## config.mk

```make
export PLATFORM = sky130hd
export DESIGN_NAME = fw_ip_top
export DESIGN_NICKNAME = d
export VERILOG_FILES = /design/src/fw_cfg_pkg.sv /design/src/cmd_decoder.sv /design/src/config_regs.sv /design/src/config_clk_gen.sv /design/src/serial_config_test.sv /design/src/readback_status.sv /design/src/fw_ip_top.sv
export SDC_FILE = /design/constraint.sdc
export NUM_CORES = 1
export LEC_CHECK = 0
export ABC_CLOCK_PERIOD_IN_PS = 3740
export BUFFER_PORTS_ARGS = -buffer_cell sky130_fd_sc_hd__buf_4
export CAP_MARGIN = 20
export CORE_MARGIN = 2
export CORE_UTILIZATION = 54
export CTS_CLUSTER_SIZE = 24
export DETAILED_ROUTE_END_ITERATION = 7
export GPL_ROUTABILITY_DRIVEN = 1
export PLACE_DENSITY_LB_ADDON = 0.08
export SETUP_SLACK_MARGIN = 0.1
export SYNTH_ARGS = -nofsm -noshare
export SYNTH_HDL_FRONTEND = slang
export SYNTH_HIERARCHICAL = 1
export SYNTH_SLANG_ARGS = --single-unit
```

## constraint.sdc

```tcl
create_clock -name fw_axi_clk -period 3.74 [get_ports fw_axi_clk]
set_input_delay 0.374 -clock fw_axi_clk [delete_from_list [all_inputs] [get_ports fw_axi_clk]]
set_output_delay 0.374 -clock fw_axi_clk [all_outputs]
set_load 0.05 [all_outputs]
```

## src/fw_cfg_pkg.sv

```systemverilog
// Pixel config firmware definitions
`default_nettype none

package fw_cfg_pkg;

  // ----------------------------------------------------------
  // Widths
  // ----------------------------------------------------------
  typedef logic [31:0] word_t;        // Read data and status word
  typedef logic [23:0] payload_t;     // Command payload
  typedef logic [15:0] cfg_word_t;    // One config array word
  typedef logic [6:0]  period_t;      // Fast config clock period
  typedef logic [7:0]  array_addr_t;  // Payload bits 23..16

  localparam int ARRAY_DEPTH = 4;
  localparam int SHIFT_W     = ARRAY_DEPTH * $bits(cfg_word_t);  // Chain length in bits
  localparam int DATA_WORDS  = SHIFT_W / $bits(word_t);          // Readout words

  typedef logic [SHIFT_W-1:0] shift_vec_t;
  typedef logic [6:0]         shift_cnt_t;   // Counts up to SHIFT_W

  // ----------------------------------------------------------
  // Op codes
  // ----------------------------------------------------------
  // Zero is no operation
  typedef logic [2:0] op_code_t;

  localparam op_code_t OP_W_STATIC       = 3'd1;
  localparam op_code_t OP_R_STATIC       = 3'd2;
  localparam op_code_t OP_W_ARRAY        = 3'd3;
  localparam op_code_t OP_R_ARRAY        = 3'd4;
  localparam op_code_t OP_R_DATA         = 3'd5;
  localparam op_code_t OP_W_STATUS_CLEAR = 3'd6;
  localparam op_code_t OP_W_EXECUTE      = 3'd7;

  // Static register fields
  localparam int STATIC_PERIOD_LSB = 0;   // Period in bits 6..0
  localparam int STATIC_SPS_BIT    = 7;   // Super-pixel select

  // Execute payload fields
  localparam int EXEC_DELAY_LSB      = 0;   // 7 bits
  localparam int EXEC_SAMPLE_LSB     = 7;   // 7 bits
  localparam int EXEC_LOOPBACK_BIT   = 18;
  localparam int EXEC_MASK_RESET_BIT = 23;  // Skip the reset_not pulse
  localparam int DELAY_MIN           = 3;

  // Status word
  localparam int STATUS_DONE_BIT  = 12;
  localparam int STATUS_ERROR_BIT = 31;

  // ----------------------------------------------------------
  // Bundles
  // ----------------------------------------------------------
  typedef struct packed {
    op_code_t op;
    payload_t payload;
  } cmd_t;

  // Bit i carries op code i+1
  typedef struct packed {
    logic w_execute;
    logic w_status_clear;
    logic r_data;
    logic r_array;
    logic r_static;
    logic w_array;
    logic w_static;
  } op_strobe_t;

  // Lines to the ASIC
  typedef struct packed {
    logic super_pixel_sel;
    logic config_clk;
    logic reset_not;    // Active low ASIC reset
    logic config_in;    // Serial chain data
    logic config_load;  // Low while shifting
  } dut_ctrl_t;

endpackage

`default_nettype wire

```

## src/cmd_decoder.sv

```systemverilog
// Command decoder
`timescale 1ns/1ps
`default_nettype none

module cmd_decoder (
  input  wire logic              fw_axi_clk,
  input  wire logic              op_code_w_reset,
  input  wire logic              dev_id_enable,   // Level enable for this device
  input  wire logic              cmd_valid,
  output logic                   cmd_ready,
  input  wire fw_cfg_pkg::cmd_t  cmd,
  input  wire logic              busy,            // Execute test running
  input  wire logic              resp_pending,    // Read response not yet taken
  output fw_cfg_pkg::op_strobe_t strobe           // One cycle per accepted op
);

  import fw_cfg_pkg::*;

  op_strobe_t strobe_next;
  logic       accept;

  // Hold the channel while the test runs or a response waits
  assign cmd_ready = !busy && !resp_pending;

  // A disabled device still takes the command, then drops it
  assign accept = cmd_valid && cmd_ready && dev_id_enable;

  always_comb begin
    strobe_next = '0;
    if (accept) begin
      case (cmd.op)
        OP_W_STATIC:       strobe_next.w_static       = 1'b1;
        OP_R_STATIC:       strobe_next.r_static       = 1'b1;
        OP_W_ARRAY:        strobe_next.w_array        = 1'b1;
        OP_R_ARRAY:        strobe_next.r_array        = 1'b1;
        OP_R_DATA:         strobe_next.r_data         = 1'b1;
        OP_W_STATUS_CLEAR: strobe_next.w_status_clear = 1'b1;
        OP_W_EXECUTE:      strobe_next.w_execute      = 1'b1;
        default:           strobe_next                = '0;  // No operation
      endcase
    end
  end

  // Strobe shows in the cycle after the transfer
  always_ff @(posedge fw_axi_clk) begin
    if (op_code_w_reset) begin
      strobe <= '0;
    end else begin
      strobe <= strobe_next;
    end
  end

  a_strobe_onehot : assert property (
    @(posedge fw_axi_clk) disable iff (op_code_w_reset) $onehot0(strobe)
  ) else $error("More than one op strobe active");

endmodule

`default_nettype wire

```

## src/config_regs.sv

```systemverilog
// Static config register and config array
`timescale 1ns/1ps
`default_nettype none

module config_regs (
  input  wire logic                  fw_axi_clk,
  input  wire logic                  op_code_w_reset,
  input  wire fw_cfg_pkg::op_strobe_t strobe,
  input  wire fw_cfg_pkg::payload_t  payload,
  output fw_cfg_pkg::payload_t       static_reg,
  output fw_cfg_pkg::shift_vec_t     array_words,     // Word 0 in the LSBs
  output fw_cfg_pkg::period_t        period,          // Fast config clock period
  output logic                       super_pixel_sel
);

  import fw_cfg_pkg::*;

  cfg_word_t [ARRAY_DEPTH-1:0] array_q;
  array_addr_t                 addr;

  assign addr = payload[$bits(payload_t)-1 -: $bits(array_addr_t)];

  always_ff @(posedge fw_axi_clk) begin
    if (op_code_w_reset) begin
      static_reg <= '0;
      array_q    <= '0;
    end else begin
      if (strobe.w_static) begin
        static_reg <= payload;
      end
      // Addresses past the array are dropped
      if (strobe.w_array && (addr < ARRAY_DEPTH)) begin
        array_q[addr[$clog2(ARRAY_DEPTH)-1:0]] <= payload[$bits(cfg_word_t)-1:0];
      end
    end
  end

  // ----------------------------------------------------------
  // Field extraction
  // ----------------------------------------------------------
  assign array_words     = array_q;
  assign period          = static_reg[STATIC_PERIOD_LSB +: $bits(period_t)];
  assign super_pixel_sel = static_reg[STATIC_SPS_BIT];

endmodule

`default_nettype wire

```

## src/config_clk_gen.sv

```systemverilog
// Fast config clock generator
`timescale 1ns/1ps
`default_nettype none

module config_clk_gen (
  input  wire logic                fw_axi_clk,
  input  wire logic                op_code_w_reset,
  input  wire fw_cfg_pkg::period_t period,        // Counter wraps after this value
  output fw_cfg_pkg::period_t      clk_counter,
  output logic                     config_clk
);

  // Free running, restarts when the period shrinks below the count
  always_ff @(posedge fw_axi_clk) begin
    if (op_code_w_reset) begin
      clk_counter <= '0;
    end else if (clk_counter >= period) begin
      clk_counter <= '0;                          // Wrap
    end else begin
      clk_counter <= clk_counter + 1'b1;
    end
  end

  // High over the upper half of the count
  assign config_clk = (clk_counter > (period >> 1));

endmodule

`default_nettype wire

```

## src/serial_config_test.sv

```systemverilog
// Serial config chain execute test
`timescale 1ns/1ps
`default_nettype none

module serial_config_test (
  input  wire logic                   fw_axi_clk,
  input  wire logic                   op_code_w_reset,
  input  wire fw_cfg_pkg::op_strobe_t strobe,
  input  wire fw_cfg_pkg::payload_t   payload,
  input  wire fw_cfg_pkg::period_t    period,
  input  wire fw_cfg_pkg::period_t    clk_counter,
  input  wire logic                   config_clk,      // From the clock generator
  input  wire logic                   super_pixel_sel,
  input  wire fw_cfg_pkg::shift_vec_t array_words,
  input  wire logic                   config_out,      // Chain output from the ASIC
  output fw_cfg_pkg::dut_ctrl_t       dut,
  output fw_cfg_pkg::shift_vec_t      captured,        // Readout register
  output logic                        busy,
  output logic                        done,
  output logic                        error            // Bad execute config
);

  import fw_cfg_pkg::*;

  typedef enum logic [2:0] {
    IDLE,
    RESET_PULSE,   // reset_not low for a counter cycle
    WAIT_SAMPLE,   // Bit on config_in, wait for sample point
    WAIT_DELAY,    // Wait for shift point
    DONE
  } state_t;

  state_t     state;
  period_t    delay_q;
  period_t    sample_q;
  logic       loopback_q;
  logic       mask_q;
  logic       wrapped_q;     // Counter has passed zero in RESET_PULSE
  shift_vec_t chain_q;
  shift_cnt_t shift_cnt;     // Captures so far

  period_t    exec_delay;
  logic       cfg_bad;
  logic       start;
  logic       launch;
  logic       shifting;
  logic       sample_hit;
  logic       delay_hit;
  logic       capture_bit;

  assign exec_delay  = payload[EXEC_DELAY_LSB +: $bits(period_t)];
  assign cfg_bad     = (exec_delay < DELAY_MIN) || (exec_delay > period);
  assign start       = (state == IDLE) && strobe.w_execute;
  assign launch      = start && !cfg_bad;
  assign shifting    = (state == WAIT_SAMPLE) || (state == WAIT_DELAY);
  assign sample_hit  = (state == WAIT_SAMPLE) && (clk_counter == sample_q);
  assign delay_hit   = (state == WAIT_DELAY) && (clk_counter == delay_q);
  assign capture_bit = loopback_q ? chain_q[0] : config_out;  // Loopback takes own config_in

  // ----------------------------------------------------------
  // Control FSM
  // ----------------------------------------------------------
  always_ff @(posedge fw_axi_clk) begin
    if (op_code_w_reset) begin
      state     <= IDLE;
      done      <= 1'b0;
      error     <= 1'b0;
      wrapped_q <= 1'b0;
      shift_cnt <= '0;
    end else begin
      if (strobe.w_status_clear) begin
        done  <= 1'b0;
        error <= 1'b0;
      end
      case (state)
        IDLE: begin
          if (start) begin
            done  <= 1'b0;
            error <= cfg_bad;           // Bad delay stays idle
            if (!cfg_bad) begin
              state     <= RESET_PULSE;
              wrapped_q <= 1'b0;
              shift_cnt <= '0;
            end
          end
        end
        RESET_PULSE: begin
          if (clk_counter == '0) begin
            wrapped_q <= 1'b1;
          end
          if (wrapped_q && (clk_counter == period)) begin
            state <= WAIT_SAMPLE;       // Full counter cycle seen
          end
        end
        WAIT_SAMPLE: begin
          if (sample_hit) begin
            shift_cnt <= shift_cnt + 1'b1;
            state     <= (shift_cnt == SHIFT_W - 1) ? DONE : WAIT_DELAY;
          end
        end
        WAIT_DELAY: begin
          if (delay_hit) begin
            state <= WAIT_SAMPLE;
          end
        end
        DONE: begin
          done  <= 1'b1;
          state <= IDLE;
        end
        default: state <= IDLE;
      endcase
    end
  end

  // ----------------------------------------------------------
  // Chain and capture datapath
  // ----------------------------------------------------------
  always_ff @(posedge fw_axi_clk) begin
    if (start) begin
      delay_q    <= exec_delay;
      sample_q   <= payload[EXEC_SAMPLE_LSB +: $bits(period_t)];
      loopback_q <= payload[EXEC_LOOPBACK_BIT];
      mask_q     <= payload[EXEC_MASK_RESET_BIT];
    end
    if (launch) begin
      chain_q  <= array_words;
      captured <= '0;
    end else begin
      if (sample_hit) begin
        captured <= {capture_bit, captured[SHIFT_W-1:1]};  // New bit enters MSB
      end
      if (delay_hit) begin
        chain_q <= {1'b0, chain_q[SHIFT_W-1:1]};
      end
    end
  end

  assign busy = (state != IDLE);

  // Idle levels when no test runs
  always_comb begin
    dut.super_pixel_sel = busy && super_pixel_sel;
    dut.config_clk      = busy && config_clk;
    dut.reset_not       = !((state == RESET_PULSE) && !mask_q);
    dut.config_in       = shifting && chain_q[0];
    dut.config_load     = !busy;
  end

  a_shift_cnt_max : assert property (
    @(posedge fw_axi_clk) disable iff (op_code_w_reset) shift_cnt <= SHIFT_W
  ) else $error("Shift count beyond chain length");

endmodule

`default_nettype wire

```

## src/readback_status.sv

```systemverilog
// Read response and status word
`timescale 1ns/1ps
`default_nettype none

module readback_status (
  input  wire logic                   fw_axi_clk,
  input  wire logic                   op_code_w_reset,
  input  wire fw_cfg_pkg::op_strobe_t strobe,
  input  wire fw_cfg_pkg::payload_t   payload,
  input  wire fw_cfg_pkg::payload_t   static_reg,
  input  wire fw_cfg_pkg::shift_vec_t array_words,
  input  wire fw_cfg_pkg::shift_vec_t captured,
  input  wire logic                   done,
  input  wire logic                   error,
  output logic                        rd_valid,
  input  wire logic                   rd_ready,
  output fw_cfg_pkg::word_t           rd_data,
  output logic                        resp_pending,   // Blocks new commands
  output fw_cfg_pkg::word_t           status
);

  import fw_cfg_pkg::*;

  cfg_word_t [ARRAY_DEPTH-1:0] words;
  word_t [DATA_WORDS-1:0]      data_words;
  array_addr_t                 addr;
  logic                        rd_strobe;
  word_t                       rd_next;

  // Zero outside the array, 9 bits so addr+1 cannot wrap
  function automatic cfg_word_t word_at(input cfg_word_t [ARRAY_DEPTH-1:0] w,
                                        input logic [8:0] idx);
    word_at = (idx < ARRAY_DEPTH) ? w[idx[$clog2(ARRAY_DEPTH)-1:0]] : '0;
  endfunction

  assign words        = array_words;
  assign data_words   = captured;        // Word 0 is the first captured bits
  assign addr         = payload[$bits(payload_t)-1 -: $bits(array_addr_t)];
  assign rd_strobe    = strobe.r_static || strobe.r_array || strobe.r_data;
  assign resp_pending = rd_valid || rd_strobe;

  always_comb begin
    rd_next = '0;
    if (strobe.r_static) begin
      rd_next = word_t'(static_reg);                  // Zero-extended
    end else if (strobe.r_array) begin
      rd_next = {word_at(words, {1'b0, addr} + 9'd1), word_at(words, {1'b0, addr})};
    end else if (strobe.r_data && (addr < DATA_WORDS)) begin
      rd_next = data_words[addr[$clog2(DATA_WORDS)-1:0]];
    end
  end

  // ----------------------------------------------------------
  // Read channel
  // ----------------------------------------------------------
  always_ff @(posedge fw_axi_clk) begin
    if (op_code_w_reset) begin
      rd_valid <= 1'b0;
    end else if (rd_strobe) begin
      rd_valid <= 1'b1;
    end else if (rd_ready) begin
      rd_valid <= 1'b0;                               // Taken by the reader
    end
  end

  always_ff @(posedge fw_axi_clk) begin
    if (rd_strobe) begin
      rd_data <= rd_next;
    end
  end

  // Sticky op bits at their op code index
  always_ff @(posedge fw_axi_clk) begin
    if (op_code_w_reset || strobe.w_status_clear) begin
      status <= '0;
    end else begin
      status[OP_W_EXECUTE:OP_W_STATIC] <= status[OP_W_EXECUTE:OP_W_STATIC] | strobe;
      status[STATUS_DONE_BIT]          <= done;
      status[STATUS_ERROR_BIT]         <= error;
    end
  end

  a_rd_hold : assert property (
    @(posedge fw_axi_clk) disable iff (op_code_w_reset)
    rd_valid && !rd_ready |=> rd_valid && $stable(rd_data)
  ) else $error("Read response changed before it was taken");

endmodule

`default_nettype wire

```

## src/fw_ip_top.sv

```systemverilog
// Pixel config firmware top
`timescale 1ns/1ps
`default_nettype none

module fw_ip_top (
  input  wire logic             fw_axi_clk,
  input  wire logic             op_code_w_reset,
  input  wire logic             dev_id_enable,
  // Command channel
  input  wire logic             cmd_valid,
  output logic                  cmd_ready,
  input  wire fw_cfg_pkg::cmd_t cmd,
  // Read channel and status
  output logic                  rd_valid,
  input  wire logic             rd_ready,
  output fw_cfg_pkg::word_t     rd_data,
  output fw_cfg_pkg::word_t     status,
  // ASIC side
  output fw_cfg_pkg::dut_ctrl_t dut,
  input  wire logic             config_out
);

  import fw_cfg_pkg::*;

  op_strobe_t strobe;
  logic       busy;
  logic       resp_pending;
  payload_t   static_reg;
  shift_vec_t array_words;
  shift_vec_t captured;
  period_t    period;
  period_t    clk_counter;
  logic       super_pixel_sel;
  logic       config_clk;
  logic       done;
  logic       error;

  // Input side
  cmd_decoder u_cmd_decoder (
    .fw_axi_clk      (fw_axi_clk),
    .op_code_w_reset (op_code_w_reset),
    .dev_id_enable   (dev_id_enable),
    .cmd_valid       (cmd_valid),
    .cmd_ready       (cmd_ready),
    .cmd             (cmd),
    .busy            (busy),
    .resp_pending    (resp_pending),
    .strobe          (strobe)
  );

  // Payload is read straight off the channel in the strobe cycle
  config_regs u_config_regs (
    .fw_axi_clk      (fw_axi_clk),
    .op_code_w_reset (op_code_w_reset),
    .strobe          (strobe),
    .payload         (cmd.payload),
    .static_reg      (static_reg),
    .array_words     (array_words),
    .period          (period),
    .super_pixel_sel (super_pixel_sel)
  );

  config_clk_gen u_config_clk_gen (
    .fw_axi_clk      (fw_axi_clk),
    .op_code_w_reset (op_code_w_reset),
    .period          (period),
    .clk_counter     (clk_counter),
    .config_clk      (config_clk)
  );

  serial_config_test u_serial_config_test (
    .fw_axi_clk      (fw_axi_clk),
    .op_code_w_reset (op_code_w_reset),
    .strobe          (strobe),
    .payload         (cmd.payload),
    .period          (period),
    .clk_counter     (clk_counter),
    .config_clk      (config_clk),
    .super_pixel_sel (super_pixel_sel),
    .array_words     (array_words),
    .config_out      (config_out),
    .dut             (dut),
    .captured        (captured),
    .busy            (busy),
    .done            (done),
    .error           (error)
  );

  // Output side
  readback_status u_readback_status (
    .fw_axi_clk      (fw_axi_clk),
    .op_code_w_reset (op_code_w_reset),
    .strobe          (strobe),
    .payload         (cmd.payload),
    .static_reg      (static_reg),
    .array_words     (array_words),
    .captured        (captured),
    .done            (done),
    .error           (error),
    .rd_valid        (rd_valid),
    .rd_ready        (rd_ready),
    .rd_data         (rd_data),
    .resp_pending    (resp_pending),
    .status          (status)
  );

endmodule

`default_nettype wire

```

# After elaboration in Yosys (flattened, before gate mapping)

Cells that the tools add are included.

Flip-flop bits (word level): 301
Output and inout port bits: 71

$add $sub $neg: 3
Order comparisons: 11
Eq/ne operators: 21
Multiplexer cells: 47
Bitwise gates (word level): 2
Reductions and logical operators: 38

Operator list:

| operator            | count |
|---|---|
| $mux 32             | 4 |
| $mux 64             | 2 |
| $mux 16             | 5 |
| $bmux 16 s2         | 2 |
| $bwmux 64           | 1 |
| $demux 16 s2        | 1 |
| $mux 24             | 1 |
| $eq 7x7->1          | 3 |
| $mux 7              | 3 |
| $mux 1              | 18 |
| $mux 3              | 6 |
| $eq 3x3->1 const B  | 5 |
| $logic_and 1x1->1   | 15 |
| $add 7x1->7 const B | 2 |
| $pmux 7 s2          | 1 |
| $eq 3x2->1 const B  | 4 |
| $pmux 3 s4          | 1 |
| $ne 2x1->1 const B  | 5 |
| $add 8x1->9 const B | 1 |
| $lt 9x3->1 const B  | 1 |
| $lt 8x2->1 const B  | 1 |
| $lt 8x3->1 const B  | 1 |
| $reduce_and 4->1    | 2 |
| $reduce_bool 2->1   | 4 |
| 20 further kinds    | 33 |

# Longest topological paths before layout

Gate-level depths: netlist of run 1.

Word-level depth: 9
Mapped depth: 10
Mapped depth without buffers: 7

# Cells and area by module

The synthesis of run 1 kept the hierarchy.

Modules (own cells, without submodules):

| module             | instances | cells each | area an instance (um^2) | seq. area each (um^2) |
|---|---|---|---|---|
| serial_config_test | 1         | 578        | 6542.5                  | 3943.8 |
| config_regs        | 1         | 315        | 3528.4                  | 1761.7 |
| readback_status    | 1         | 258        | 3195.6                  | 1161.1 |
| config_clk_gen     | 1         | 66         | 595.6                   | 140.1 |
| cmd_decoder        | 1         | 20         | 266.5                   | 140.1 |

# Worst setup path after synthesis of run 1

Ideal clock, no wire load.

Path type: register to register
Start: register u_serial_config_test.state[1]
End: register u_serial_config_test.chain_q[0] (enable)
Data arrival time: 2954 ps
Required time: 3342 ps
Setup slack: 388 ps
Stages on the path, launching flop included: 8
Buffers on the path: 3
Cell sequence: dfxtp_1 -> buf_2 -> nor3_2 -> nand2_1 -> nor2_1 -> buf_2 -> buf_2 -> a31o_2

Longest elaborated chain between the ends: 4

Ends and longest elaborated chain:

| what                                 | RTL line                  | source |
|---|---|---|
| from (decl)                          | serial_config_test.sv:33  | `state_t state;` |
| from (signal assigned)               | serial_config_test.sv:98  | `state <= (shift_cnt == SHIFT_W - 1) ? DONE : WAIT_DELAY;` |
| $logic_not 3->1                      | serial_config_test.sv:53  | `assign start = (state == IDLE) && strobe.w_execute;` |
| $logic_and 1x1->1                    | serial_config_test.sv:53  |  |
| $logic_and 1x1->1                    | serial_config_test.sv:54  | `assign launch = start && !cfg_bad;` |
| $reduce_bool 2->1 (no source line) * | --                        |  |
| to (signal assigned)                 | serial_config_test.sv:126 | `chain_q <= array_words;` |
| to (signal assigned)                 | serial_config_test.sv:133 | `chain_q <= {1'b0, chain_q[SHIFT_W-1:1]};` |
| to (decl)                            | serial_config_test.sv:39  | `shift_vec_t chain_q;` |

Every way passes the cells marked *; elsewhere a longest branch is shown, timed or not.
A chain may end at the register's enable or synchronous reset.

# Worst setup path in the final report of run 1

Start: register u_config_regs.static_reg[6]
End: register u_serial_config_test.captured[14]

Longest elaborated chain between the ends: 4

Ends and longest elaborated chain:

| what                   | RTL line                  | source |
|---|---|---|
| from (decl)            | config_regs.sv:10         | `output fw_cfg_pkg::payload_t static_reg,` |
| from (signal assigned) | config_regs.sv:29         | `static_reg <= payload;` |
| $gt 7x7->1             | serial_config_test.sv:52  | `assign cfg_bad = (exec_delay < DELAY_MIN) \|\| (exec_delay > period);` |
| $logic_or 1x1->1       | serial_config_test.sv:52  |  |
| $logic_not 1->1        | serial_config_test.sv:54  |  |
| $logic_and 1x1->1      | serial_config_test.sv:54  |  |
| to (signal assigned)   | serial_config_test.sv:130 | `captured <= {capture_bit, captured[SHIFT_W-1:1]};` |
| to (decl)              | serial_config_test.sv:17  | `output fw_cfg_pkg::shift_vec_t captured,` |

Every way passes these cells.

==> summary.md, run 1 <==
| Metric | Value |
|---|---|
| Fin crit share | `slightly below 80%` |
| Async SR Flop Fraction | `0%` |
| Worst vdd ir | `0.000335 V` |
| Netlist Area Pre-Place | `approximately 14,000 um^2` |
| Avg Cell Area, Syn | `about 11 um^2` |
| Hold-fix buffers, CTS | `0` |
| Met2 usage | `37.1%` |
| R2R Setup Slk | `0.86 ns` |
| Min-Delay Endpoint | `u_cmd_decoder/strobe[0]` |
| CTS tree | `yes` |
| Fill count | `2,115` |
| Clock transition at path regs | `roughly 0.060 ns` |
| Comb pwr share | `roughly 6.6%` |
| Std cell rows | `approximately 60` |
| Initial Utilization | `a little over half` |
| Slew margin rel. | `~29%` |
| Die Footprint | `27,500 um^2` |
| Die Ht | `166 um` |
| Worst-margin pin slew | `1.06 ns` |
| Wire length per cell | `approximately 21 um` |
| P_int | `5490 uW` |
| Cells after synthesis | `1,237` |
| CTS Buffer Depth | `3` |
| Post-cts resize count | `0` |
| Final setup vio count | `0` |
| Crit path max fanout | `59` |
| Routing usage on met3 | `approximately 3.6%` |
| DRC | `0` |
| Worst r2r src | `u_config_regs/static_reg[6]` |
| Ys flop type | `dfxtp_1` |
| Worst setup SP type | `flip-flop` |
| Sequential area share after synthesis | `just over 50%` |
| Clock Sinks | `301` |
| Cell variety after synth | `75` |
| Post-synth EDFFs | `about 110` |
| Total Wirelength | `34.9 mm` |
| Num ports | `104` |
| Root cell of the clock tree | `clkbuf_16` |
| Htree depth | `2` |
| Horiz. Die Dim | `166 um` |
| Fin crit period | `2.88 ns` |
| Psw | `about 1700 uW` |
| Min-Delay Path Depth | `2` |
| Synth Register Bits | `~300` |
| PD cells | `455 nW/um^2` |
| Fin. Hold Viols | `0` |
| Vias per inst | `5.83` |
| Largest net degree at the start of global routing | `71` |
| CORE AREA | `25,800 um^2` |
| Share of layout cells above drive strength 1 | `approximately a fifth` |
| Most Crowded Layer GR | `met1` |
| Total power | `7190 uW` |
| Port Buf Inserts | `80` |
| Initial antenna violation count | `0` |
| Worst-Skew Late Latency | `0.51 ns` |
| Worst reg-to-reg path cell count | `9` |
| Initial DRC count | `around 1,000` |
| Vias in the first global route | `9,264` |
| DP Wirelength | `approximately 23 mm` |
| Number of CTS-inserted buffers | `34` |
| Nets | `1,345` |
| Fmax | `348 MHz` |
| N_diodes | `0` |
| Status | `complete, no violations` |
| RR Endpoint | `u_serial_config_test/captured[14]` |
| Clock share of power | `43.1%` |
| Hold_sp | `cmd[25]` |
| Max-slew violation count | `0` |
| RSZ-0062 raised after global routing | `false` |
| Hold WC Path Type | `in2reg` |
| First-pass GRT wire length | `54.6 mm` |
| Critical path data arrival time | `3.24 ns` |
| Clock skew | `0.0146 ns` |
| GRT Util Overall | `25.1%` |
| Worst Path Required | `4.10 ns` |
| Cell leakage power | `0.00629 uW` |
| Area grow syn2layout | `11.8%` |
| Net Sw Frac | `23.6%` |
| Multi-input gate area | `~6300 um^2` |
| Setup bufs post-CTS | `0` |
| Synth warn | `6` |
| Drt pass-1 iters | `5` |
| GPL Wtd Cong | `0.812` |
| Register area | `7150 um^2` |
| Grt ovf | `0` |
| Setup CP Type | `reg2reg` |
| GR Util met1 | `37.7%` |
| Flop pwr share | `50.3%` |
| CP endpoint kind | `flip-flop` |
| Total Neg Setup Slack | `0 ns` |
| Max cap viols | `0` |
| Post-route ant nets | `0` |
| Vias | `9,606` |
## worst max-delay path by stage
stage | from | end | slack [ns] | cells after the start
5_1_grt | u_config_regs/static_reg[1] | u_serial_config_test/captured[16] | 0.73 | 9
6_report | u_config_regs/static_reg[6] | u_serial_config_test/captured[14] | 0.86 | 9
2_1_floorplan | u_serial_config_test/state[1] | u_serial_config_test/chain_q[0] | 0.39 | 7
4_1_cts | u_config_regs/static_reg[2] | u_serial_config_test/captured[14] | 0.89 | 9
3_3_place_gp | u_config_regs/static_reg[6] | u_serial_config_test/captured[63] | 0.95 | 9
3_5_place_dp | u_config_regs/static_reg[2] | u_serial_config_test/captured[40] | 0.90 | 9
## per-stage QoR
step	setup WS [ns]	std cells	hold slack (ns)	util, %	instance area [um^2]
6_report	0.863	1649	0.0758	61.1	15800
5_1_grt	0.726	1649	0.0697	61.1	15800
4_1_cts	0.889	1649	0.0633	61.1	15800
3_5_place_dp	0.903	1588	0.443	57.2	14800
3_3_place_gp	0.955	1588	0.437	57.2	14800
2_1_floorplan	0.388	1259	0.430	-	14200
## layout by cell type, fill, tap and decap left out, types with 9 or more instances in the layout
cell       count
inv_1         20
nand3_1       20
mux2_2        70
mux4_2        29
a21oi_1       84
nand2b_1      85
mux2i_1      114
clkinv_1       9
nor2_1        40
clkbuf_16     36
buf_4         99
conb_1        23
edfxtp_1     112
nand4b_1      11
nand2_1      151
dfxtp_1      188
a22oi_1       16
o21ai_1       17
xor2_1        19
ha_1          23
## logic make-up after synthesis
group,Yosys count,share of synthesized area (%)
xor+xnor,24,1.49
other cells,1,0.0265
mux,216,18.8
fa+ha+maj,23,2.04
simple gates,375,14.3
buf+inv,128,5.18
compound gates,169,7.56
flops,301,50.6
## area by class of cell
class	count	share of cell area [%]
clock buffers	45	6.04
well taps	335	2.65
multi-input cells	830	40.1
flip-flops and latches	301	45.2
inverters	21	0.499
repair buffers	101	4.96
clock inverters	16	0.467
## critical path, stage by stage, from the launching register on
cell and delay (ns):
dfxtp_1 0.45, inv_1 0.07, ha_1 0.32, nand4_1 0.13, nor2_1 0.30, a21oi_1 0.14, nor2_4 0.15, buf_4 0.40
buf_4 0.61, a21oi_1 0.11
## power groups by stage
stage | registers (uW) | logic [uW] | clock network (uW)
after floorplan | 3660 | 349 | 0
after global placement | 3680 | 463 | 0
after detailed placement | 3680 | 474 | 0
after CTS | 3610 | 477 | 3160
after global routing | 3630 | 521 | 3290
final | 3610 | 476 | 3100
## cell usage after synthesis, drive strengths merged, types with 16 or more instances
cell type,count,area share [%]
dfxtp,189,27
nand2,151,4.0
mux2i,114,8.1
edfxtp,112,24
nand2b,85,3.8
a21oi,84,3.0
buf,77,3.8
mux2,70,5.6
nor2,42,1.1
mux4,32,5.2
clkbuf,30,0.80
ha,23,2.0
o21ai,22,0.78
nand3,21,0.78
inv,20,0.53
xor2,19,1.2
a22oi,16,0.85
## layer usage
layer / up-vias / share of wire (%)
met5: - / 0
met2: 312 / 44
met3: 55 / 6.6
li1: 4514 / -
met1: 4725 / 46
met4: 0 / 3.0
No activity file was read; power rests on OpenSTA's default activity.
==> inputs of run 2 (changes only) <==
--- a/config.mk
+++ b/config.mk
@@ -5,7 +5,8 @@
 export SDC_FILE = /design/constraint.sdc
 export NUM_CORES = 1
 export LEC_CHECK = 0
-export ABC_CLOCK_PERIOD_IN_PS = 3740
+export ABC_AREA = 1
+export ABC_CLOCK_PERIOD_IN_PS = 2500
 export BUFFER_PORTS_ARGS = -buffer_cell sky130_fd_sc_hd__buf_4
 export CAP_MARGIN = 20
 export CORE_MARGIN = 2
==> constraint.sdc (replaced) <==
create_clock -name fw_axi_clk -period 2.5 [get_ports fw_axi_clk]
set_input_delay 0.25 -clock fw_axi_clk [delete_from_list [all_inputs] [get_ports fw_axi_clk]]
set_output_delay 0.25 -clock fw_axi_clk [all_outputs]
set_load 0.05 [all_outputs]
==> run 2 against run 1 <==
  * Register-to-register slack got worse by 0.59 ns
  * Non-clock buffer count rose by 40
  * Final cell count is 60% higher
  * Synthesized cell count grew 76%
  * Power rose by 62%
  * Combinational power grew to 2.8 times the previous value
  * Critical path depth unchanged
  * Sequential cell count is the same
  * Clock-buffer cell count is 13 higher
  * Global-route usage grew 3.0 points
  * Area after synthesis increased by 11%
  * Sequential share of layout area shrank 4.8 points
  * Largest cell class unchanged
==> summary.md, run 2 <==
| Metric | Value |
|---|---|
| Final setup vio count | `0 (unchanged)` |
| Std cell rows | `62 (+5.1%)` |
| First-pass GRT wire length | `68.2 mm (+25%)` |
| PD cells | `659 nW/um^2 (+45%)` |
| Root cell of the clock tree | `clkbuf_16` |
| Port Buf Inserts | `80 (unchanged)` |
| Worst-margin pin slew | `0.627 ns (-0.437 ns)` |
| Cells after synthesis | `2,171 (+76%)` |
| Crit path capture | `dut[3]` |
| Total power | `11,700 uW (+62%)` |
| N_diodes | `0 (unchanged)` |
| Worst-Skew Late Latency | `0.51 ns (about the same)` |
| Clock skew | `0.0127 ns (-0.00187 ns)` |
| DRC | `0 (unchanged)` |
| Horiz. Die Dim | `174 um (+5.1%)` |
| Share of layout cells above drive strength 1 | `11.5% (-9.5 points)` |
| Synth top cells by count | `nand2_1 (784), inv_1 (221), nor2_1 (195)` |
| Wire length per cell | `16.3 um (-23%)` |
| Critical path data arrival time | `2.11 ns (-1.13 ns)` |
| Final Util | `61.9% (+0.76 points)` |
| Hold_sp | `cmd[19]` |
| Most frequent cells in the layout | `nand2_1 (783), inv_1 (221), nor2_1 (193)` |
| Fin crit period | `2.36 ns` |
| Die Ht | `174 um (+5.1%)` |
| Die Footprint | `30,400 um^2 (+10%)` |
| Nets | `2,282 (+70%)` |
| Setup CP Type | `reg2out` |
| Avg Cell Area, Syn | `7.21 um^2 (-37%)` |
| Largest net degree at the start of global routing | `67 (-5.6%)` |
| CTS Buffer Depth | `3 (unchanged)` |
| Htree depth | `2 (unchanged)` |
| Setup bufs post-CTS | `0 (unchanged)` |
| Worst reg-to-reg path cell count | `10 (+1)` |
| Vias per inst | `5.24 (-10%)` |
| Flop pwr share | `44.5% (-5.8 points)` |
| Worst Path Required | `2.25 ns (-1.85 ns)` |
| Synth area leaders | `dfxtp_1 (24%), edfxtp_1 (21%), nand2_1 (19%), inv_1 (5.3%), nand3_1 (5.3%)` |
| Net Sw Frac | `25.7% (+2.1 points)` |
| CTS tree | `yes` |
| Grt ovf | `0 (unchanged)` |
| Ys flop type | `dfxtp_1` |
| Placed Cells | `2,557 (+61%)` |
| Post-route ant nets | `0 (unchanged)` |
| CP endpoint kind | `output port` |
| P_int | `8670 uW (+58%)` |
| Initial Utilization | `54.7% (about the same)` |
| Total Neg Setup Slack | `0 ns (unchanged)` |
| Vias in the first global route | `12,600 (+35%)` |
| RR Endpoint | `u_serial_config_test/chain_q[61]` |
| Share of the synthesized area in the top cell type | `24.2% (-2.6 points)` |
| Vias | `13,800 (+44%)` |
| Async SR Flop Fraction | `0% (unchanged)` |
| Crit path max fanout | `7 (-88%)` |
| Finished Layout Cells | `2,636 (+60%)` |
| Fill count | `2,632 (+24%)` |
| Clock Sinks | `301 (unchanged)` |
| Clock share of power | `44.2% (+1.1 points)` |
| Multi-input gate area | `6810 um^2 (+7.4%)` |
| GRT Util Overall | `28.1% (+3.0 points)` |
| Yosys top cell by area | `dfxtp_1` |
| CORE AREA | `28,600 um^2 (+11%)` |
| Crit. Startpoint | `u_config_clk_gen/clk_counter[1]` |
| Commonest non-fill, non-tap cell in the layout | `nand2_1` |
| Initial antenna violation count | `0 (unchanged)` |
| GPL Wtd Cong | `0.919 (+13%)` |
| RSZ-0062 raised after global routing | `false` |
| Netlist Area Pre-Place | `15,600 um^2 (+11%)` |
| Fin. Hold Viols | `0 (unchanged)` |
| Clock transition at path regs | `0.06 ns (about the same)` |
| Fin crit share | `94.4%` |
| Number of CTS-inserted buffers | `34 (unchanged)` |
| R2R Setup Slk | `0.27 ns (-0.59 ns)` |
| Comb pwr share | `11.3% (+4.7 points)` |
| Status | `complete, no violations` |
| Slew margin rel. | `58.2% (+29 points)` |
| Max-slew violation count | `0 (unchanged)` |
| DP Wirelength | `29.8 mm (+29%)` |
| Most common cell in the netlist | `nand2_1` |
| Initial DRC count | `1,327 (+33%)` |
| Max cap viols | `0 (unchanged)` |
| Register area | `7160 um^2 (+0.16%)` |
| Synth Register Bits | `301 (unchanged)` |
| Cell variety after synth | `42 (-44%)` |
| Worst r2r src | `u_config_regs/static_reg[6]` |
| Drt pass-1 iters | `5 (unchanged)` |
| Cell leakage power | `0.00811 uW (+29%)` |
| Total Wirelength | `43.0 mm (+23%)` |
| Hold WC Path Type | `in2reg` |
| Post-synth EDFFs | `112 (unchanged)` |
| Sequential area share after synthesis | `45.7% (-4.9 points)` |
| Worst vdd ir | `0.000543 V (+62%)` |
| Synth warn | `6 (unchanged)` |
| Fmax | `424 MHz` |
| Psw | `3000 uW (+77%)` |
| Num ports | `104 (unchanged)` |
| Worst setup SP type | `flip-flop` |
| Area grow syn2layout | `13.3%` |
run 2: changes by cell type after synthesis, sizes merged, moves of 13 or more:
cell,delta
inv,+217
mux2,-70
nand3,+149
a22oi,-15
buf,+49
a21oi,+47
nand2,+643
mux2i,-113
xor2,-13
nand2b,-85
mux4,-32
o21ai,+82
nor2,+176
run 2: worst min path at each step:
stage / end / slack (ns) / cells after the start
after floorplan: u_serial_config_test/delay_q[0] / 0.35 / 0
after global placement: u_readback_status/status[6] / 0.42 / 2
after detailed placement: u_readback_status/status[6] / 0.42 / 2
after CTS: u_config_regs/static_reg[19] / 0.01 / 3
after global routing: u_cmd_decoder/strobe[6] / 0.02 / 3
final: u_config_regs/static_reg[19] / 0.02 / 3
run 2: layout make-up:
class / instances / share of cell area, %
flip-flops and latches: 301 / 40.4
clock buffers: 58 / 6.36
inverters: 238 / 5.07
well taps: 384 / 2.71
multi-input cells: 1510 / 38.4
clock inverters: 4 / 0.261
repair buffers: 141 / 6.76
run 2: per-layer routing:
layer	wire, um	GRT usage (%)	vias to the layer above
met5	0	0	-
met2	18900	42.9	522
met3	3560	5.05	77
met4	1300	9.21	0
li1	-	-	6855
met1	19300	40.5	6371
run 2: worst max-delay path, stage by stage (launching register included):
cell and delay, ns:
dfxtp_1 0.36, buf_4 0.19, ha_1 0.30, nand3b_1 0.10, nand2_1 0.09, nand2_1 0.07, a21oi_2 0.13, inv_1 0.06
nor2_2 0.12, buf_6 0.17
run 2: timing repair:
item / CTS / global route
endpoints found under the setup margin: 1 / 67
pin swaps: 0 / 1
hold endpoints to repair: 18 / 0
hold buffers: 18 / 0
cloned: 0 / 0
gates resized for setup: 2 / 11
run 2: power groups by stage:
stage | clock (uW) | sequential, uW | combinational [uW]
floorplan | 0 | 5340 | 875
global placement | 0 | 5290 | 1260
detailed placement | 0 | 5300 | 1280
CTS | 5240 | 5190 | 1300
global route | 5440 | 5190 | 1430
finish | 5160 | 5190 | 1320
run 2: cell families (layout without fill, tap and decap cells):
kind of cell	Yosys count	after routing	synth area share, %
simple gates	1211	1211	32.1
buf+inv	382	441	11.6
flops	301	301	45.7
compound gates	239	239	8.01
fa+ha+maj	23	23	1.84
xor+xnor	13	13	0.728
other cells	1	23	0.0240
mux	1	1	0.0640
run 2: per-stage QoR:
stage / setup WS, ns / hold WS, ns / instance area (um^2)
after CTS: 0.134 / 0.00954 / 17700
after floorplan: 0.110 / 0.349 / 15700
after global placement: 0.277 / 0.417 / 16300
after global routing: 0.0686 / 0.0169 / 17700
final: 0.139 / 0.0212 / 17700
after detailed placement: 0.268 / 0.417 / 16300
==> inputs of run 3 (changes only) <==
--- a/config.mk
+++ b/config.mk
@@ -6,7 +6,7 @@
 export NUM_CORES = 1
 export LEC_CHECK = 0
 export ABC_AREA = 1
-export ABC_CLOCK_PERIOD_IN_PS = 2500
+export ABC_CLOCK_PERIOD_IN_PS = 2400
 export BUFFER_PORTS_ARGS = -buffer_cell sky130_fd_sc_hd__buf_4
 export CAP_MARGIN = 20
 export CORE_MARGIN = 2
@@ -15,6 +15,8 @@
 export DETAILED_ROUTE_END_ITERATION = 7
 export GPL_ROUTABILITY_DRIVEN = 1
 export PLACE_DENSITY_LB_ADDON = 0.08
+export RECOVER_POWER = 25
+export REMOVE_ABC_BUFFERS = 1
 export SETUP_SLACK_MARGIN = 0.1
 export SYNTH_ARGS = -nofsm -noshare
 export SYNTH_HDL_FRONTEND = slang
==> constraint.sdc (replaced) <==
create_clock -name fw_axi_clk -period 2.4 [get_ports fw_axi_clk]
set_input_delay 0.24 -clock fw_axi_clk [delete_from_list [all_inputs] [get_ports fw_axi_clk]]
set_output_delay 0.24 -clock fw_axi_clk [all_outputs]
set_load 0.05 [all_outputs]
==> run 3 against run 2 <==
  * Sequential power grew 4.0%
  * Final area decreased by 0.72%
  * Critical path depth stayed put
  * Power rose by 2.5%
  * Clock skew shrank 0.0022 ns
  * Largest cell class unchanged
  * Final cell count up 0.27%
==> summary.md, run 3 (synthesized netlist as in run 2, its figures left out) <==
| Metric | Value |
|---|---|
| Status | `complete, no violations` |
| Initial antenna violation count | `1 (+1)` |
| First-pass GRT wire length | `69.1 mm (+1.4%)` |
| Vias | `13,900 (+0.32%)` |
| Vias per inst | `5.25 (about the same)` |
| Setup CP Type | `reg2out` |
| Min-Delay Path Depth | `3 (unchanged)` |
| Drt pass-1 iters | `5 (unchanged)` |
| Final Util | `61.5% (-0.45 points)` |
| Fin crit period | `between 2 and 2.5 ns` |
| Setup WS pre-CTS | `0.202 ns (-0.0660 ns)` |
| Flop pwr share | `45.2% (+0.7 points)` |
| Fill count | `2,669 (+1.4%)` |
| Fin crit share | `93.6%` |
| Root cell of the clock tree | `clkbuf_16` |
| Worst-Skew Late Latency | `0.51 ns (about the same)` |
| Htree depth | `2 (unchanged)` |
| Commonest non-fill, non-tap cell in the layout | `nand2_1` |
| Initial Utilization | `54.7% (unchanged)` |
| Initial DRC count | `1,166 (-12%)` |
| Critical path data arrival time | `2.01 ns (-0.10 ns)` |
| Min-Delay Endpoint | `u_cmd_decoder/strobe[2]` |
| Total Neg Setup Slack | `0 ns (unchanged)` |
| CTS tree | `yes` |
| Worst Path Required | `2.16 ns (-0.09 ns)` |
| Psw | `3120 uW (+4.0%)` |
| Total power | `12,000 uW (+2.5%)` |
| Total Wirelength | `43.4 mm (+0.73%)` |
| Grt ovf | `0 (unchanged)` |
| PD cells | `680 nW/um^2 (+3.2%)` |
| Hold_sp | `cmd[25]` |
| Cell leakage power | `0.00788 uW (-2.9%)` |
| Post-route ant nets | `0 (unchanged)` |
| Multi-input gate area | `6820 um^2 (+0.22%)` |
| Register area | `7160 um^2 (about the same)` |
| Most frequent cells in the layout | `nand2_1 (783), inv_1 (221), nor2_1 (192)` |
| GPL Wtd Cong | `0.893 (-2.9%)` |
| Worst setup SP type | `flip-flop` |
| Clock skew | `0.0105 ns (-0.00219 ns)` |
| Worst hold slack | `0.0151 ns (-0.00619 ns)` |
| Worst reg-to-reg path cell count | `10 (unchanged)` |
| Nets | `2,288 (+0.26%)` |
| Number of CTS-inserted buffers | `35 (+2.9%)` |
| P_int | `8840 uW (+1.9%)` |
| Worst-margin pin slew | `1.16 ns (+0.535 ns)` |
| Clock share of power | `43.5% (-0.7 points)` |
| Final setup vio count | `0 (unchanged)` |
| CP endpoint kind | `output port` |
| DP Wirelength | `28.5 mm (-4.4%)` |
| Fmax | `445 MHz` |
| Die Footprint | `30,400 um^2 (unchanged)` |
| Std cell rows | `62 (unchanged)` |
| Wire length per cell | `16.4 um (+0.46%)` |
| CORE AREA | `28,600 um^2 (unchanged)` |
| Net Sw Frac | `26.1% (+0.38 points)` |
| Vias in the first global route | `12,900 (+2.7%)` |
| Fin. Hold Viols | `0 (unchanged)` |
| DRC | `0 (unchanged)` |
| Port Buf Inserts | `80 (unchanged)` |
| Slew margin rel. | `22.6% (-36 points)` |
| Max cap viols | `0 (unchanged)` |
| CTS Buffer Depth | `3 (unchanged)` |
| Hold WC Path Type | `in2reg` |
| Area grow syn2layout | `12.4%` |
| Clock Sinks | `301 (unchanged)` |
| Horiz. Die Dim | `174 um (unchanged)` |
| Worst vdd ir | `0.000456 V (-16%)` |
| Largest net degree at the start of global routing | `67 (unchanged)` |
| Worst r2r src | `u_config_regs/static_reg[2]` |
| Setup bufs post-CTS | `0 (unchanged)` |
| Final WS setup | `0.153 ns (+0.0139 ns)` |
| RSZ-0062 raised after global routing | `true` |
| Comb pwr share | `11.4% (about the same)` |
| Share of layout cells above drive strength 1 | `8.90% (-2.6 points)` |
| GRT Util Overall | `28.4% (+0.33 points)` |
| Clock transition at path regs | `0.06 ns (about the same)` |
| Die Ht | `174 um (unchanged)` |
| RR Endpoint | `u_serial_config_test/chain_q[31]` |
| Crit path max fanout | `8 (+1)` |
| R2R Setup Slk | `0.28 ns (about the same)` |
| Max-slew violation count | `0 (unchanged)` |
| Num ports | `104 (unchanged)` |
## run 3: cell types whose count changed in the layout (fill, tap and decap cells not counted), sizes merged
cell,delta
clkbuf,+55
diode,+1
clkinvlp,+1
buf,-58
clkinv,+7
dlygate4sd3,+1
bufinv,+1
inv,-1
## run 3: final cells by class
class	instances	area share [%]
timing repair buffer	146	6.31
clock inverter	12	0.597
inverter	238	5.11
sequential	301	40.7
tap	384	2.73
clock buffer	51	5.74
multi-input combinational	1510	38.8
antenna	1	0.0142
## run 3: power by group through the flow
stage | clock network (uW) | registers, uW | logic, uW
after CTS | 5290 | 5400 | 1370
after global placement | 0 | 5510 | 1330
after detailed placement | 0 | 5510 | 1340
final | 5200 | 5400 | 1360
after floorplan | 0 | 5570 | 820
after global routing | 5490 | 5410 | 1490
## run 3: worst max-delay path, cell delays in order, from the launching register on
cell and delay [ns]:
dfxtp_1 0.36, buf_6 0.17, ha_1 0.27, nand2_1 0.06, nor2_1 0.11, nand2_1 0.07, a21oi_2 0.11, inv_1 0.05
nor2_2 0.12, buf_6 0.17
## run 3: worst max-delay path by stage
stage	from	to	slack [ns]	cells after the start
2_1_floorplan	u_config_regs/static_reg[6]	u_serial_config_test/chain_q[0]	-2.45	9
3_5_place_dp	u_config_regs/static_reg[6]	u_serial_config_test/chain_q[10]	0.20	9
5_1_grt	u_config_regs/static_reg[2]	u_serial_config_test/shift_cnt[6]	0.05	13
6_report	u_config_clk_gen/clk_counter[3]	dut[3]	0.15	9
4_1_cts	u_config_clk_gen/clk_counter[2]	dut[3]	0.10	9
3_3_place_gp	u_config_regs/static_reg[6]	u_serial_config_test/chain_q[57]	0.21	10
## run 3: per-layer routing
metal | global-route usage [%] | wire, um | vias to the layer above
met5 | 0 | 13 | -
met4 | 10.4 | 1500 | 2
met3 | 4.18 | 3030 | 85
met2 | 46.6 | 19800 | 536
met1 | 38.4 | 19000 | 6373
li1 | - | - | 6873
## run 3: stage by stage
stage | instance area [um^2] | instances
floorplan | 14800 | 2049
global placement | 16400 | 2558
detailed placement | 16400 | 2558
CTS | 17700 | 2640
global route | 17600 | 2642
finish | 17600 | 2643
## run 3: repair_timing
item | CTS | global route
hold endpoints to repair | 20 | 0
hold buffers | 19 | 0
resized for setup | 7 | 14
endpoints found under the setup margin | 1 | 80
gates cloned | 0 | 2
